[src/design/sdram_pkg.sv]
package sdram_pkg;

    // Device geometry
    localparam int ROW_WIDTH     = 13;
    localparam int COL_WIDTH     = 10;
    localparam int BANK_WIDTH    = 2;
    localparam int SDRADDR_WIDTH = (ROW_WIDTH > COL_WIDTH) ? ROW_WIDTH : COL_WIDTH;
    // Host address is {bank, row, column}
    localparam int HADDR_WIDTH   = BANK_WIDTH + ROW_WIDTH + COL_WIDTH;
    localparam int DATA_WIDTH    = 8;

    // Refresh budget
    localparam int CLK_FREQ_MHZ     = 120;
    localparam int REFRESH_MS       = 32;
    localparam int REFRESH_COUNT    = 8192;
    localparam int REFRESH_INTERVAL = (CLK_FREQ_MHZ * 1000 * REFRESH_MS) / REFRESH_COUNT;

    // Cycles from a command to the next one
    localparam int T_INIT      = 16;
    localparam int T_RP        = 2;
    localparam int T_RCD       = 2;
    localparam int T_RC        = 8;
    localparam int T_MRD       = 2;
    localparam int T_WR        = 2;
    localparam int CAS_LATENCY = 2;

    // Due refresh held back by one request in flight, plus the refresh itself
    localparam int LONGEST_OP = 1 + T_RCD + CAS_LATENCY + T_RP + T_RC;

    // Burst length 1, sequential, CAS latency 2, single-location write
    localparam logic [SDRADDR_WIDTH-1:0] MODE_REG = {3'b000, 1'b1, 2'b00, 3'b010, 1'b0, 3'b000};

    localparam int QUEUE_DEPTH   = 4;
    localparam int QPTR_WIDTH    = $clog2(QUEUE_DEPTH);
    localparam int QCNT_WIDTH    = $clog2(QUEUE_DEPTH + 1);
    localparam int WAIT_WIDTH    = 5;
    localparam int REF_CNT_WIDTH = $clog2(REFRESH_INTERVAL + LONGEST_OP + 1);

    // {cs_n, ras_n, cas_n, we_n}
    typedef enum logic [3:0] {
        CMD_NOP   = 4'b0111,
        CMD_PALL  = 4'b0010,
        CMD_REF   = 4'b0001,
        CMD_MRS   = 4'b0000,
        CMD_ACT   = 4'b0011,
        CMD_READ  = 4'b0101,
        CMD_WRITE = 4'b0100
    } sdram_cmd_e;

    typedef struct packed {
        logic                   write;
        logic [HADDR_WIDTH-1:0] addr;
        logic [DATA_WIDTH-1:0]  data;
    } sdram_req_t;

endpackage
[src/design/sdram_req_queue.sv]
module sdram_req_queue import sdram_pkg::*;
(
    input  logic       clk,
    input  logic       rst_n,

    input  logic       req_valid,
    input  sdram_req_t req,
    output logic       req_ready,

    output logic       q_valid,
    output sdram_req_t q_req,
    input  logic       q_ready
);

    sdram_req_t            mem [QUEUE_DEPTH];
    logic [QPTR_WIDTH-1:0] wr_ptr;
    logic [QPTR_WIDTH-1:0] rd_ptr;
    logic [QCNT_WIDTH-1:0] count;
    logic                  push;
    logic                  pop;

    assign req_ready = (count != QCNT_WIDTH'(QUEUE_DEPTH));
    assign q_valid   = (count != '0);
    assign q_req     = mem[rd_ptr];

    assign push = req_valid && req_ready;
    assign pop  = q_valid && q_ready;

    always_ff @(posedge clk)
    begin
        if (push)
            mem[wr_ptr] <= req;
    end

    always_ff @(posedge clk)
    begin
        if (!rst_n)
        begin
            wr_ptr <= '0;
            rd_ptr <= '0;
            count  <= '0;
        end
        else
        begin
            if (push)
                wr_ptr <= (wr_ptr == QPTR_WIDTH'(QUEUE_DEPTH - 1)) ? '0 : wr_ptr + 1'b1;
            if (pop)
                rd_ptr <= (rd_ptr == QPTR_WIDTH'(QUEUE_DEPTH - 1)) ? '0 : rd_ptr + 1'b1;
            case ({push, pop})
                2'b10:   count <= count + 1'b1;
                2'b01:   count <= count - 1'b1;
                default: count <= count;
            endcase
        end
    end

    assert property (@(posedge clk) disable iff (!rst_n) count <= QCNT_WIDTH'(QUEUE_DEPTH));

    // Head entry may not move under a stalled consumer
    assert property (@(posedge clk) disable iff (!rst_n)
        (q_valid && !q_ready) |=> (q_valid && $stable(q_req)));

endmodule

[config.mk]
export PLATFORM = sky130hd
export DESIGN_NAME = sdram_req_queue
export DESIGN_NICKNAME = d
export VERILOG_FILES = /design/src/design/sdram_pkg.sv /design/src/design/sdram_req_queue.sv
export SDC_FILE = /design/constraint.sdc
export NUM_CORES = 1
export LEC_CHECK = 0
export BUFFER_PORTS_ARGS = -buffer_cell sky130_fd_sc_hd__buf_2
export CORE_ASPECT_RATIO = 0.7
export CORE_MARGIN = 2
export CORE_UTILIZATION = 45
export CTS_CLUSTER_SIZE = 8
export DETAILED_ROUTE_END_ITERATION = 10
export SLEW_MARGIN = 25
export SYNTH_ARGS = -nofsm -noshare
export SYNTH_HDL_FRONTEND = slang
export SYNTH_SLANG_ARGS = --single-unit
export TNS_END_PERCENT = 5
[constraint.sdc]
create_clock -name clk -period 2.7 [get_ports clk]
set_input_delay 0.405 -clock clk [delete_from_list [all_inputs] [get_ports clk]]
set_output_delay 0.405 -clock clk [all_outputs]
set_load 0.05 [all_outputs]
==> results.yml <==
global_route:
  antenna_found_initial: 0
  grt_use_total_pct: 15.4
  grt_overflow: 0
  grt_pass1_wl_um: 14000
  grt_pass1_vias: 2583
  grt_max_degree: 35
clocking:
  clock_latency_ns: 0.40
  post_cts_resized: 0
  cts_buffers: 17
  cts_setup_buffers: 0
  ctsHoldBuffers: 0
  clk_path_buf_depth: 2
  cts_num_sinks: 145
  clk_pin_slew_worst_paths_ns: 0.06
  h-tree-depth: 4
  cts-root-buf: "clkbuf_16"
  cts_tree: "built"
pwr:
  switching_share_pct: 33.6
  internal_power_mw: 4.60
  pwr-share-seq_pct: 40.5
  p_switching_mw: 2.33
  power.density_nw_per_um2: 1070
  vdd_drop_max_uv: 563
  leakagePower_nw: 2.22
  clockPowerShare_pct: 30.7
  combPwrFrac_pct: 28.8
place:
  pre_cts_slack_ns: 0.242
  hpwl_um: 5320
  placed_area_um2: 5940
  portBuffers: 73
  gp_congestion: 0.707
layout:
  seqCellArea_um2: 4270
  antennaDiodeCount: 0
  multi_input_area_um2: 1050
  post-route-util_pct: 55.5
  final_nets: 364
  design_area_um2: 6490
  drive_gt1_share_pct: 45.2
  syn2layout_area_growth_pct: 20.2
  num-fill-cells: 909
drt:
  wl_per_cell_um: 18.8
  firstDrtPassIters: 4
  viasPerCell: 5.03
  ant_nets: 0
  first_iter_violations: 171
  drc_errors: 0
  wirelength_um: 9180
  vias: 2459
setup_path:
  cpPeakStageDelay_ns: 0.46
  cp_common_cell: "inv_1"
  path_delay_family: "simple AND/OR/NAND/NOR gates"
  worstPathCellList: "or3b_1 > and2_4 > inv_1 > ha_1 > inv_1 > fa_1 > xor2_1 > or3_2 > a21boi_1"
  cpMaxStageDelayCell: "or3b_1"
  cp-endpoint: "count[2]$_SDFFE_PN0P_"
  rrSetupSlack_ns: 0.21
  crit_type: "reg -> reg"
  worstRegToRegCells: 9
  critPathLaunchType: "flip-flop"
  cp.required_ns: 3.04
  r2r-start: "count[2]$_SDFFE_PN0P_"
  end_kind: "flip-flop"
  cp.arrival_ns: 2.83
  timing.rr.end: "count[2]$_SDFFE_PN0P_"
  cp.depth: 9
  cp_num_buf_inv: 2
  crit_fanout: 7
  worstSetupStartpoint: "count[2]$_SDFFE_PN0P_"
sta:
  rsz0062_at_grt: "no"
  period_minus_slack_ns: 2.49
  tightest_slew_ns: 0.954
  fin_skew_ns: 0.00644
  finalMaxSlewViolations: 0
  min_period_over_period_pct: 92.3
  setup_viol: 0
  tns_ns: 0
  whs_ns: 0.211
  relSlewSlack_pct: 36.4
  setup_slack_ns: 0.209
  fmax_mhz: 401
  hold_viol: 0
floorplan:
  rows: 33
  dieWidth_um: 135
  pin_count: 74
  die_h_um: 95.6
  start_util_pct: 46.2
  dieArea_um2: 12900
  core_area_um2: 11700
synth:
  syn-num-nets: 279
  postSynthCellCount: 234
  seq_area_frac_synth_pct: 79.0
  yosys_warnings: 0
  syn_area_um2: 5400
  synthDistinctLibCells: 28
  synth.avg_cell_area_um2: 23.1
  synth-seq-cells: 145
run_status:
  status: "finished clean"
min_path:
  hp-class: "in -> reg"
job:
  maxCapViolCount: 0
[layout make-up]
| type | count | share of cell area, % |
|---|---|---|
| Sequential cell | 145 | 65.8 |
| Multi-Input combinational cell | 72 | 16.2 |
| Clock buffer | 17 | 6.56 |
| Timing Repair Buffer | 76 | 6.17 |
| Tap cell | 157 | 3.03 |
| Clock inverter | 15 | 1.87 |
| Inverter | 7 | 0.405 |
[routing by layer]
layer	share of wire, %	global-route usage (%)	vias to the layer above
met2	47	23.5	64
li1	-	-	1137
met1	47	20.7	1244
met4	1.3	7.11	0
met5	0	0	-
met3	5.2	4.41	14
[power by group through the flow]
stage / Combinational (mW) / Clock, mW / Sequential [mW]
final: 2.00 / 2.12 / 2.80
after global routing: 2.12 / 2.27 / 2.83
after CTS: 2.03 / 2.17 / 2.81
after detailed placement: 2.02 / 0 / 2.85
after global placement: 2.01 / 0 / 2.85
after floorplan: 1.63 / 0 / 2.81
[cells in the final DEF, fill, tap and decap left out, drive strengths merged, types with 3 or more instances in the layout]
master,netlist,layout
and3,4,4
and2,3,3
ha,6,6
mux4,34,34
clkbuf,2,17
buf,8,76
dfxtp,9,9
edfxtp,136,136
o21ai,5,5
clkinvlp,0,3
inv,7,7
nand2,6,6
clkinv,0,11
[cell usage after synthesis]
library cell | instances | area (µm²)
o31ai_1 | 1 | 7.51
and2_4 | 1 | 8.76
buf_2 | 2 | 10.0
buf_4 | 3 | 22.5
mux2i_1 | 1 | 10.0
o21ai_1 | 1 | 5.00
ha_1 | 6 | 75.1
buf_1 | 2 | 7.51
o21ai_0 | 4 | 20.0
nand2_1 | 6 | 22.5
and3_2 | 3 | 22.5
xor2_1 | 1 | 8.76
inv_1 | 7 | 26.3
clkbuf_1 | 2 | 7.51
mux4_2 | 34 | 766
buf_6 | 1 | 11.3
a21boi_1 | 1 | 7.51
or3_2 | 2 | 15.0
nand4_1 | 1 | 6.26
fa_1 | 1 | 20.0
or3b_1 | 1 | 8.76
nor2_1 | 2 | 7.51
and2_1 | 2 | 12.5
edfxtp_1 | 136 | 4080
nand3_1 | 2 | 10.0
dfxtp_1 | 9 | 180
xnor2_1 | 1 | 8.76
and3_1 | 1 | 6.26
[stage by stage]
stage | std cells | total power [mW]
2_1_floorplan | 234 | 4.43
3_3_place_gp | 457 | 4.86
3_5_place_dp | 457 | 4.88
4_1_cts | 489 | 7.01
5_1_grt | 489 | 7.22
6_report | 489 | 6.93
[registers in the layout (all words and copies together) (netlist names), named ones only]
register,count
count,3
mem,136
rd_ptr,2
wr_ptr,2
[worst min path at each step]
stage	from	to	slack (ns)	depth (start not counted)
after floorplan	wr_ptr[1]$_SDFFE_PN0P_	wr_ptr[1]$_SDFFE_PN0P_	0.47	2
after global placement	count[2]$_SDFFE_PN0P_	count[2]$_SDFFE_PN0P_	0.49	2
after detailed placement	count[2]$_SDFFE_PN0P_	count[2]$_SDFFE_PN0P_	0.51	2
after CTS	req[29]	mem[0][29]$_DFFE_PP_	0.20	1
after global routing	req[29]	mem[3][29]$_DFFE_PP_	0.20	1
final	req[9]	mem[2][9]$_DFFE_PP_	0.21	1
[cells by family (layout without fill, tap and decap cells)]
logic type               count (synthesis)  in the layout  synth area share [%]
buffers and inverters                   17            115                  1.58
flip-flops                             145            145                  79.0
AND/OR/NAND/NOR                         21             21                  2.23
adder cells (fa/ha/maj)                  7              7                  1.76
XOR/XNOR                                 2              2                 0.325
multiplexers                            35             35                  14.4
AO/OA/AOI/OAI                            7              7                 0.742
[worst reg2reg max path, stage by stage, from the launching register on]
cell and delay, ns:
dfxtp_1 0.37, or3b_1 0.46, and2_4 0.21, inv_1 0.05, ha_1 0.18, inv_1 0.06
fa_1 0.37, xor2_1 0.17, or3_2 0.41, a21boi_1 0.14
(Power assumes the default switching activity.)
