### src/design/sdram_pkg.sv
package sdram_pkg;

    // Device geometry
    localparam int ROW_WIDTH     = 13;
    localparam int COL_WIDTH     = 10;
    localparam int BANK_WIDTH    = 2;
    localparam int SDRADDR_WIDTH = (ROW_WIDTH > COL_WIDTH) ? ROW_WIDTH : COL_WIDTH;
    // Host address is {bank, row, column}
    localparam int HADDR_WIDTH   = BANK_WIDTH + ROW_WIDTH + COL_WIDTH;
    localparam int DATA_WIDTH    = 8;

    // Refresh budget
    localparam int CLK_FREQ_MHZ     = 120;
    localparam int REFRESH_MS       = 32;
    localparam int REFRESH_COUNT    = 8192;
    localparam int REFRESH_INTERVAL = (CLK_FREQ_MHZ * 1000 * REFRESH_MS) / REFRESH_COUNT;

    // Cycles from a command to the next one
    localparam int T_INIT      = 16;
    localparam int T_RP        = 2;
    localparam int T_RCD       = 2;
    localparam int T_RC        = 8;
    localparam int T_MRD       = 2;
    localparam int T_WR        = 2;
    localparam int CAS_LATENCY = 2;

    // Due refresh held back by one request in flight, plus the refresh itself
    localparam int LONGEST_OP = 1 + T_RCD + CAS_LATENCY + T_RP + T_RC;

    // Burst length 1, sequential, CAS latency 2, single-location write
    localparam logic [SDRADDR_WIDTH-1:0] MODE_REG = {3'b000, 1'b1, 2'b00, 3'b010, 1'b0, 3'b000};

    localparam int QUEUE_DEPTH   = 4;
    localparam int QPTR_WIDTH    = $clog2(QUEUE_DEPTH);
    localparam int QCNT_WIDTH    = $clog2(QUEUE_DEPTH + 1);
    localparam int WAIT_WIDTH    = 5;
    localparam int REF_CNT_WIDTH = $clog2(REFRESH_INTERVAL + LONGEST_OP + 1);

    // {cs_n, ras_n, cas_n, we_n}
    typedef enum logic [3:0] {
        CMD_NOP   = 4'b0111,
        CMD_PALL  = 4'b0010,
        CMD_REF   = 4'b0001,
        CMD_MRS   = 4'b0000,
        CMD_ACT   = 4'b0011,
        CMD_READ  = 4'b0101,
        CMD_WRITE = 4'b0100
    } sdram_cmd_e;

    typedef struct packed {
        logic                   write;
        logic [HADDR_WIDTH-1:0] addr;
        logic [DATA_WIDTH-1:0]  data;
    } sdram_req_t;

endpackage
### src/design/sdram_req_arbiter.sv
module sdram_req_arbiter import sdram_pkg::*;
(
    input  logic                   clk,
    input  logic                   rst_n,

    input  logic                   wr_valid,
    output logic                   wr_ready,
    input  logic [HADDR_WIDTH-1:0] wr_addr,
    input  logic [DATA_WIDTH-1:0]  wr_data,

    input  logic                   rd_valid,
    output logic                   rd_ready,
    input  logic [HADDR_WIDTH-1:0] rd_addr,

    output logic                   req_valid,
    output sdram_req_t             req,
    input  logic                   req_ready
);

    logic last_wr;
    // Grant is frozen while the queue stalls so the request stays stable
    logic hold_valid;
    logic hold_wr;
    logic grant_wr;
    logic grant_rd;

    always_comb
    begin
        if (hold_valid)
            grant_wr = hold_wr;
        else if (wr_valid && rd_valid)
            grant_wr = !last_wr;
        else
            grant_wr = wr_valid;
        grant_rd = rd_valid && !grant_wr;
    end

    assign req_valid  = wr_valid || rd_valid;
    assign req.write  = grant_wr;
    assign req.addr   = grant_wr ? wr_addr : rd_addr;
    assign req.data   = grant_wr ? wr_data : '0;

    assign wr_ready = grant_wr && req_ready;
    assign rd_ready = grant_rd && req_ready;

    always_ff @(posedge clk)
    begin
        if (!rst_n)
        begin
            last_wr    <= 1'b0;
            hold_valid <= 1'b0;
            hold_wr    <= 1'b0;
        end
        else
        begin
            hold_valid <= req_valid && !req_ready;
            hold_wr    <= grant_wr;
            if (req_valid && req_ready)
                last_wr <= grant_wr;
        end
    end

    assert property (@(posedge clk) disable iff (!rst_n) !(wr_ready && rd_ready));

endmodule

### config.mk
export PLATFORM = sky130hd
export DESIGN_NAME = sdram_req_arbiter
export DESIGN_NICKNAME = d
export VERILOG_FILES = /design/src/design/sdram_pkg.sv /design/src/design/sdram_req_arbiter.sv
export SDC_FILE = /design/constraint.sdc
export NUM_CORES = 1
export LEC_CHECK = 0
export BUFFER_PORTS_ARGS = -buffer_cell sky130_fd_sc_hd__buf_2
export CAP_MARGIN = 20
export CORE_UTILIZATION = 26
export CTS_BUF_LIST = sky130_fd_sc_hd__clkbuf_4 sky130_fd_sc_hd__clkbuf_8 sky130_fd_sc_hd__clkbuf_16
export CTS_CLUSTER_DIAMETER = 80
export DETAILED_ROUTE_END_ITERATION = 7
export PLACE_DENSITY = 0.85
export SLEW_MARGIN = 15
export SYNTH_ARGS = -nofsm -noshare
export SYNTH_HDL_FRONTEND = slang
export SYNTH_SLANG_ARGS = --single-unit
### constraint.sdc
create_clock -name clk -period 2 [get_ports clk]
set_clock_uncertainty 0.15 [all_clocks]
set_input_delay 0.4 -clock clk [delete_from_list [all_inputs] [get_ports clk]]
set_output_delay 0.4 -clock clk [all_outputs]
set_load 0.05 [all_outputs]
==> results of run 1 <==
repair_timing:
action | CTS | global route
buffers inserted | 5 | 0
setup endpoints to repair | 31 | 36
resized for setup | 101 | 39
cloned | 1 | 2
pin swaps | 0 | 1
endpoints found under the hold margin | 0 | 0
flip-flops by register name, summed over array words and instances (netlist names):
| signal | count |
|---|---|
| hold_wr | 1 |
| last_wr | 1 |
| hold_valid | 1 |
placed cells by master, fill, tap and decap left out, types with 2 or more instances in the layout:
master,instances
mux2_4,25
buf_6,16
nor2b_4,7
buf_12,3
buf_2,63
clkbuf_4,4
buf_8,24
dfxtp_2,2
nor2b_2,2
clkbuf_16,2
buf_4,3
tightest hold or removal path, delay by kind of cell:
family | cells | cell delay [ns]
AOI/OAI and AO/OA | 2 | 0.14
buffers and inverters | 1 | 0.13
routing by layer:
| layer | GRT usage, % | routed length (microns) | vias up |
|---|---|---|---|
| met5 | 0 | 0 | - |
| met4 | 13.14 | 196 | 0 |
| met3 | 3.462 | 275 | 18 |
| met2 | 49.86 | 1814 | 75 |
| met1 | 21.36 | 1241 | 417 |
| li1 | - | - | 403 |
logic make-up after synthesis:
kind of cell           count (synthesis)
flip-flops                             3
buffers and inverters                  6
multiplexers                          26
AO/OA/AOI/OAI                          4
AND/OR/NAND/NOR                       13
cell usage after synthesis (all sizes together):
library cell | count | area share, %
dfxtp | 3 | 11
a21boi | 1 | 1.4
inv | 1 | 0.70
and3 | 1 | 1.2
and3b | 1 | 1.6
or2 | 1 | 1.2
buf | 5 | 8.4
o21ai | 1 | 0.93
mux2i | 1 | 1.9
o21a | 1 | 1.4
mux2 | 25 | 57
nor2b | 10 | 12
a21oi | 1 | 0.93
worst min-delay path by stage:
stage	end	cells after the start
6_report	last_wr	3
5_1_grt	last_wr	3
4_1_cts	last_wr	3
3_5_place_dp	last_wr	2
3_3_place_gp	last_wr	2
2_1_floorplan	last_wr	2
where the power goes:
group	switching (W)	internal, W
combinational	0.000396	0.000365
sequential	0.00000426	0.0000649
clock	0.0000391	0.0000888
total	0.000440	0.000519
metrics by stage:
| stage | setup TNS, ns | util [%] |
|---|---|---|
| final | -4.448 | 87.50 |
| after global routing | -5.377 | 87.50 |
| after CTS | -3.560 | 78.87 |
| after detailed placement | -4.479 | 56.70 |
| after global placement | -3.842 | 56.70 |
| after floorplan | -1.266 | - |
area by class of cell:
cell class              count  area (sq um)  area share [%]
clock buffers               4         30.03           1.767
well taps                  27         33.78           1.988
multi-input cells          43         580.6           34.17
flip-flops and latches      3         62.56           3.682
repair buffers            111         988.4           58.17
inverters                   1         3.754          0.2209
==> impl_metrics.json, run 1 <==
{
  "tritoncts": "done",
  "cp.required_ns": 1.45,
  "violations": "setup timing",
  "crit_buf_inv": 3,
  "whs_ns": 0.3217,
  "routed_wl_microns": 3527,
  "rows": 16,
  "slew_violations": 0,
  "syn_to_final_growth_pct": 217.3,
  "cp_top_family": "multiplexers",
  "grt_pass1_wl_microns": 3677,
  "hp-class": "input port to register",
  "final_nets": 226,
  "cts_sinks": 3,
  "clkTransAtPathRegs_ns": 0.04,
  "regToRegStartpoint": "last_wr",
  "path_depth": 6,
  "drive_gt1_share_pct": 95.68,
  "worstSetupEndpoint": "req[10]",
  "cts_buffers": 3,
  "die_x_microns": 47.39,
  "place_ws_ns": -0.2169,
  "max_freq_mhz": 453.2,
  "relSlewSlack_pct": 85.64,
  "finalNonFillerCells": 189,
  "muxShareOfSynthArea_pct": 59.35,
  "antenna_cells": 0,
  "htree_levels": 1,
  "crit_path_start_kind": "register",
  "fillers": 95,
  "vias": 913,
  "synth-seq-cells": 3,
  "initial_core_util_pct": 27.58,
  "synth-simple-area-share_pct": 15.65,
  "viasPerCell": 4.831,
  "postPlaceCellArea_sq_mm": 0.001101,
  "ys_types": 15,
  "p_total_w": 0.0009584,
  "drv_cap": 0,
  "drcViolationCount": 0,
  "slowest_delay_ns": 0.36,
  "drt_iter0_markers": 12,
  "ff2ff_setup_slack_ns": 0.68,
  "path_max_fanout": 6,
  "reg2reg_to": "last_wr",
  "crit_arrival_ns": 1.66,
  "syn-instance-count": 52,
  "insertion_delay_ns": 0.24,
  "status": "complete, but fails checks",
  "synth_xor_area_share_pct": 0,
  "ir_worst_vdd_mv": 0.3917,
  "leakage_nw": 0.9420,
  "syn_area_per_cell_sq_um": 10.30,
  "fin_area_sq_mm": 0.001699,
  "slowest_stage": "dfxtp_2",
  "antenna_found_initial": 0,
  "fin_crit_sh_pct": 110.3,
  "synth-compound-area-share_pct": 4.673,
  "grt_pass1_vias": 860,
  "r2r_cells": 5,
  "ant_nets": 0,
  "ys.warnings.count": 0,
  "core_sq_mm": 0.001942,
  "path_cells": "a21boi_4 -> mux2i_4 -> buf_12 -> clkbuf_16 -> mux2_4 -> buf_8",
  "clock-root-buffer": "clkbuf_4",
  "clk_path_buf_depth": 2,
  "die-area_sq_mm": 0.002245,
  "rsz0062_at_grt": "true",
  "dr.pass1.iters": 4,
  "yosysSeqAreaShare_pct": 11.21,
  "startpoint": "last_wr",
  "fin_ws_ns": -0.2068,
  "end_kind": "primary output",
  "gp_congestion": 0.6684,
  "finalHoldViolCount": 0,
  "power_density_mw_per_mm2": 564.1,
  "synthAdderAreaFrac_pct": 0,
  "min_from": "rst_n",
  "postSynthNetCount": 115,
  "post_drt_wl_per_cell_microns": 18.66,
  "io_buffers": 99,
  "dp_cells": 178,
  "critPathKind": "register to primary output",
  "track_usage_pct": 24.06,
  "grt_overflow": 0,
  "die-height_microns": 47.39,
  "postCtsHoldBufs": 0,
  "setup_viol": 26,
  "grt_max_degree": 13,
  "synth_top_family_by_area": "multiplexers",
  "syn_area_sq_um": 535.5,
  "period_needed_ns": 2.207,
  "ios": 100,
  "tightest_slew_ns": 0.2109
}
No activity file was read; power rests on OpenSTA's default activity.
==> run 2, diff against run 1 <==
--- a/config.mk
+++ b/config.mk
@@ -12,6 +12,7 @@
 export CTS_CLUSTER_DIAMETER = 80
 export DETAILED_ROUTE_END_ITERATION = 7
 export PLACE_DENSITY = 0.85
+export SKIP_CTS_REPAIR_TIMING = 1
 export SLEW_MARGIN = 15
 export SYNTH_ARGS = -nofsm -noshare
 export SYNTH_HDL_FRONTEND = slang
==> impl_metrics.json, run 2 (synthesis gave the netlist of run 1 again) <==
{
  "p_sw_w": 0.0004195,
  "fin_tns_setup_ns": -3.368,
  "path_max_fanout": 6,
  "clkTransAtPathRegs_ns": 0.04,
  "routed_wl_microns": 3090,
  "ant_nets": 0,
  "grt_pass1_wl_microns": 2635,
  "clkPwrFrac_pct": 12.7,
  "insertion_delay_ns": 0.23,
  "fin_util_pct": 84.86,
  "final_nets": 224,
  "hp-class": "input port to register",
  "p_total_w": 0.0009271,
  "clock-root-buffer": "clkbuf_4",
  "finalHoldViolCount": 0,
  "antenna_found_initial": 0,
  "status": "complete, but fails checks",
  "dr.pass1.iters": 4,
  "multi_input_area_sq_um": 546.8,
  "tritoncts": "done",
  "drt_iter0_markers": 11,
  "leakage_nw": 0.9109,
  "grt_pass1_vias": 692,
  "die_x_microns": 47.39,
  "ios": 100,
  "clk_path_buf_depth": 2,
  "antenna_cells": 0,
  "cts_sinks": 3,
  "viasPerCell": 4.599,
  "fin_crit_sh_pct": 107.5,
  "seqPwrFrac_pct": 7.4,
  "end_kind": "primary output",
  "crit_path_start_kind": "register",
  "max_freq_mhz": 465.0,
  "gp_congestion": 0.6684,
  "crit_arrival_ns": 1.60,
  "cts_buffers": 3,
  "postPlaceCellArea_sq_mm": 0.001101,
  "ir_worst_vdd_mv": 0.3689,
  "grt_max_degree": 24,
  "post_drt_wl_per_cell_microns": 16.52,
  "combPwrFrac_pct": 79.9,
  "final_cell_mix": "63 x buf_2, 25 x mux2_4, 23 x buf_8, 12 x buf_6, 6 x clkbuf_4",
  "drive_gt1_share_pct": 95.00,
  "initial_core_util_pct": 27.58,
  "rows": 16,
  "drv_cap": 0,
  "whs_ns": 0.2903,
  "fin_ws_ns": -0.1506,
  "die-height_microns": 47.39,
  "core_sq_mm": 0.001942,
  "drcViolationCount": 0,
  "internal-power_w": 0.0005076,
  "ff2ff_setup_slack_ns": 0.63,
  "track_usage_pct": 16.80,
  "fillers": 106,
  "syn_to_final_growth_pct": 207.7,
  "switching_share_pct": 45.25,
  "violations": "setup timing",
  "tightest_slew_ns": 0.2526,
  "critPathKind": "register to primary output",
  "power_density_mw_per_mm2": 562.6,
  "regArea_sq_um": 62.56,
  "period_needed_ns": 2.151,
  "largestRegisters": "hold_valid (1), hold_wr (1), last_wr (1)",
  "slew_violations": 0,
  "grt_overflow": 0,
  "rsz0062_at_grt": "true",
  "layout_commonest_cell": "buf_2",
  "vias": 860,
  "die-area_sq_mm": 0.002245,
  "htree_levels": 1,
  "fin_area_sq_mm": 0.001648,
  "io_buffers": 99,
  "setup_viol": 28,
  "relSlewSlack_pct": 83.27,
  "cp.required_ns": 1.45
}
[run 2: cell count changes in the layout (fill, tap and decap cells not counted), sizes merged]
cell / before / now
buf: 109 / 104
clkbuf: 6 / 9
[run 2: worst paths after layout]
| check | start | endpoint | depth (start not counted) |
|---|---|---|---|
| setup / recovery | hold_valid | req[25] | 5 |
| hold / removal | rst_n | hold_wr | 2 |
| setup reg to reg | hold_valid | last_wr | 5 |
| hold reg to reg | last_wr | last_wr | 2 |
[run 2: layout make-up]
type,instances,share of cell area (%)
inverter,1,0.3797
timing repair buffer,109,58.77
clock buffer,4,1.822
sequential,3,3.797
multi-input combinational,43,33.18
tap,27,2.050
[run 2: power by group through the flow]
stage / sequential (W) / combinational [W] / clock (W)
after global placement: 0.0000678 / 0.000499 / 0
final: 0.0000689 / 0.000741 / 0.000117
after detailed placement: 0.0000682 / 0.000506 / 0
after floorplan: 0.0000663 / 0.000372 / 0
after global routing: 0.0000694 / 0.000764 / 0.000127
after CTS: 0.0000673 / 0.000507 / 0.000121
[run 2: worst max-delay path, cell delays in order (launching register included)]
cell	delay (ns)
dfxtp_2	0.34
mux2i_4	0.24
buf_12	0.16
clkbuf_16	0.16
mux2_4	0.31
buf_6	0.16
[run 2: routing by layer]
| layer | wire length [microns] | part of all wire (%) | GRT usage [%] | up-vias |
|---|---|---|---|---|
| li1 | - | - | - | 401 |
| met1 | 1129 | 37 | 14.55 | 390 |
| met2 | 1675 | 54 | 35.62 | 65 |
| met3 | 258 | 8.3 | 2.692 | 4 |
| met4 | 27 | 0.87 | 8.000 | 0 |
| met5 | 0 | 0 | 0 | - |
[run 2: through the flow]
stage          cells  setup slack, ns
2_1_floorplan     52          -0.1808
3_3_place_gp     178          -0.1790
3_5_place_dp     178          -0.2169
4_1_cts          182          -0.2489
5_1_grt          187          -0.1952
6_report         187          -0.1506
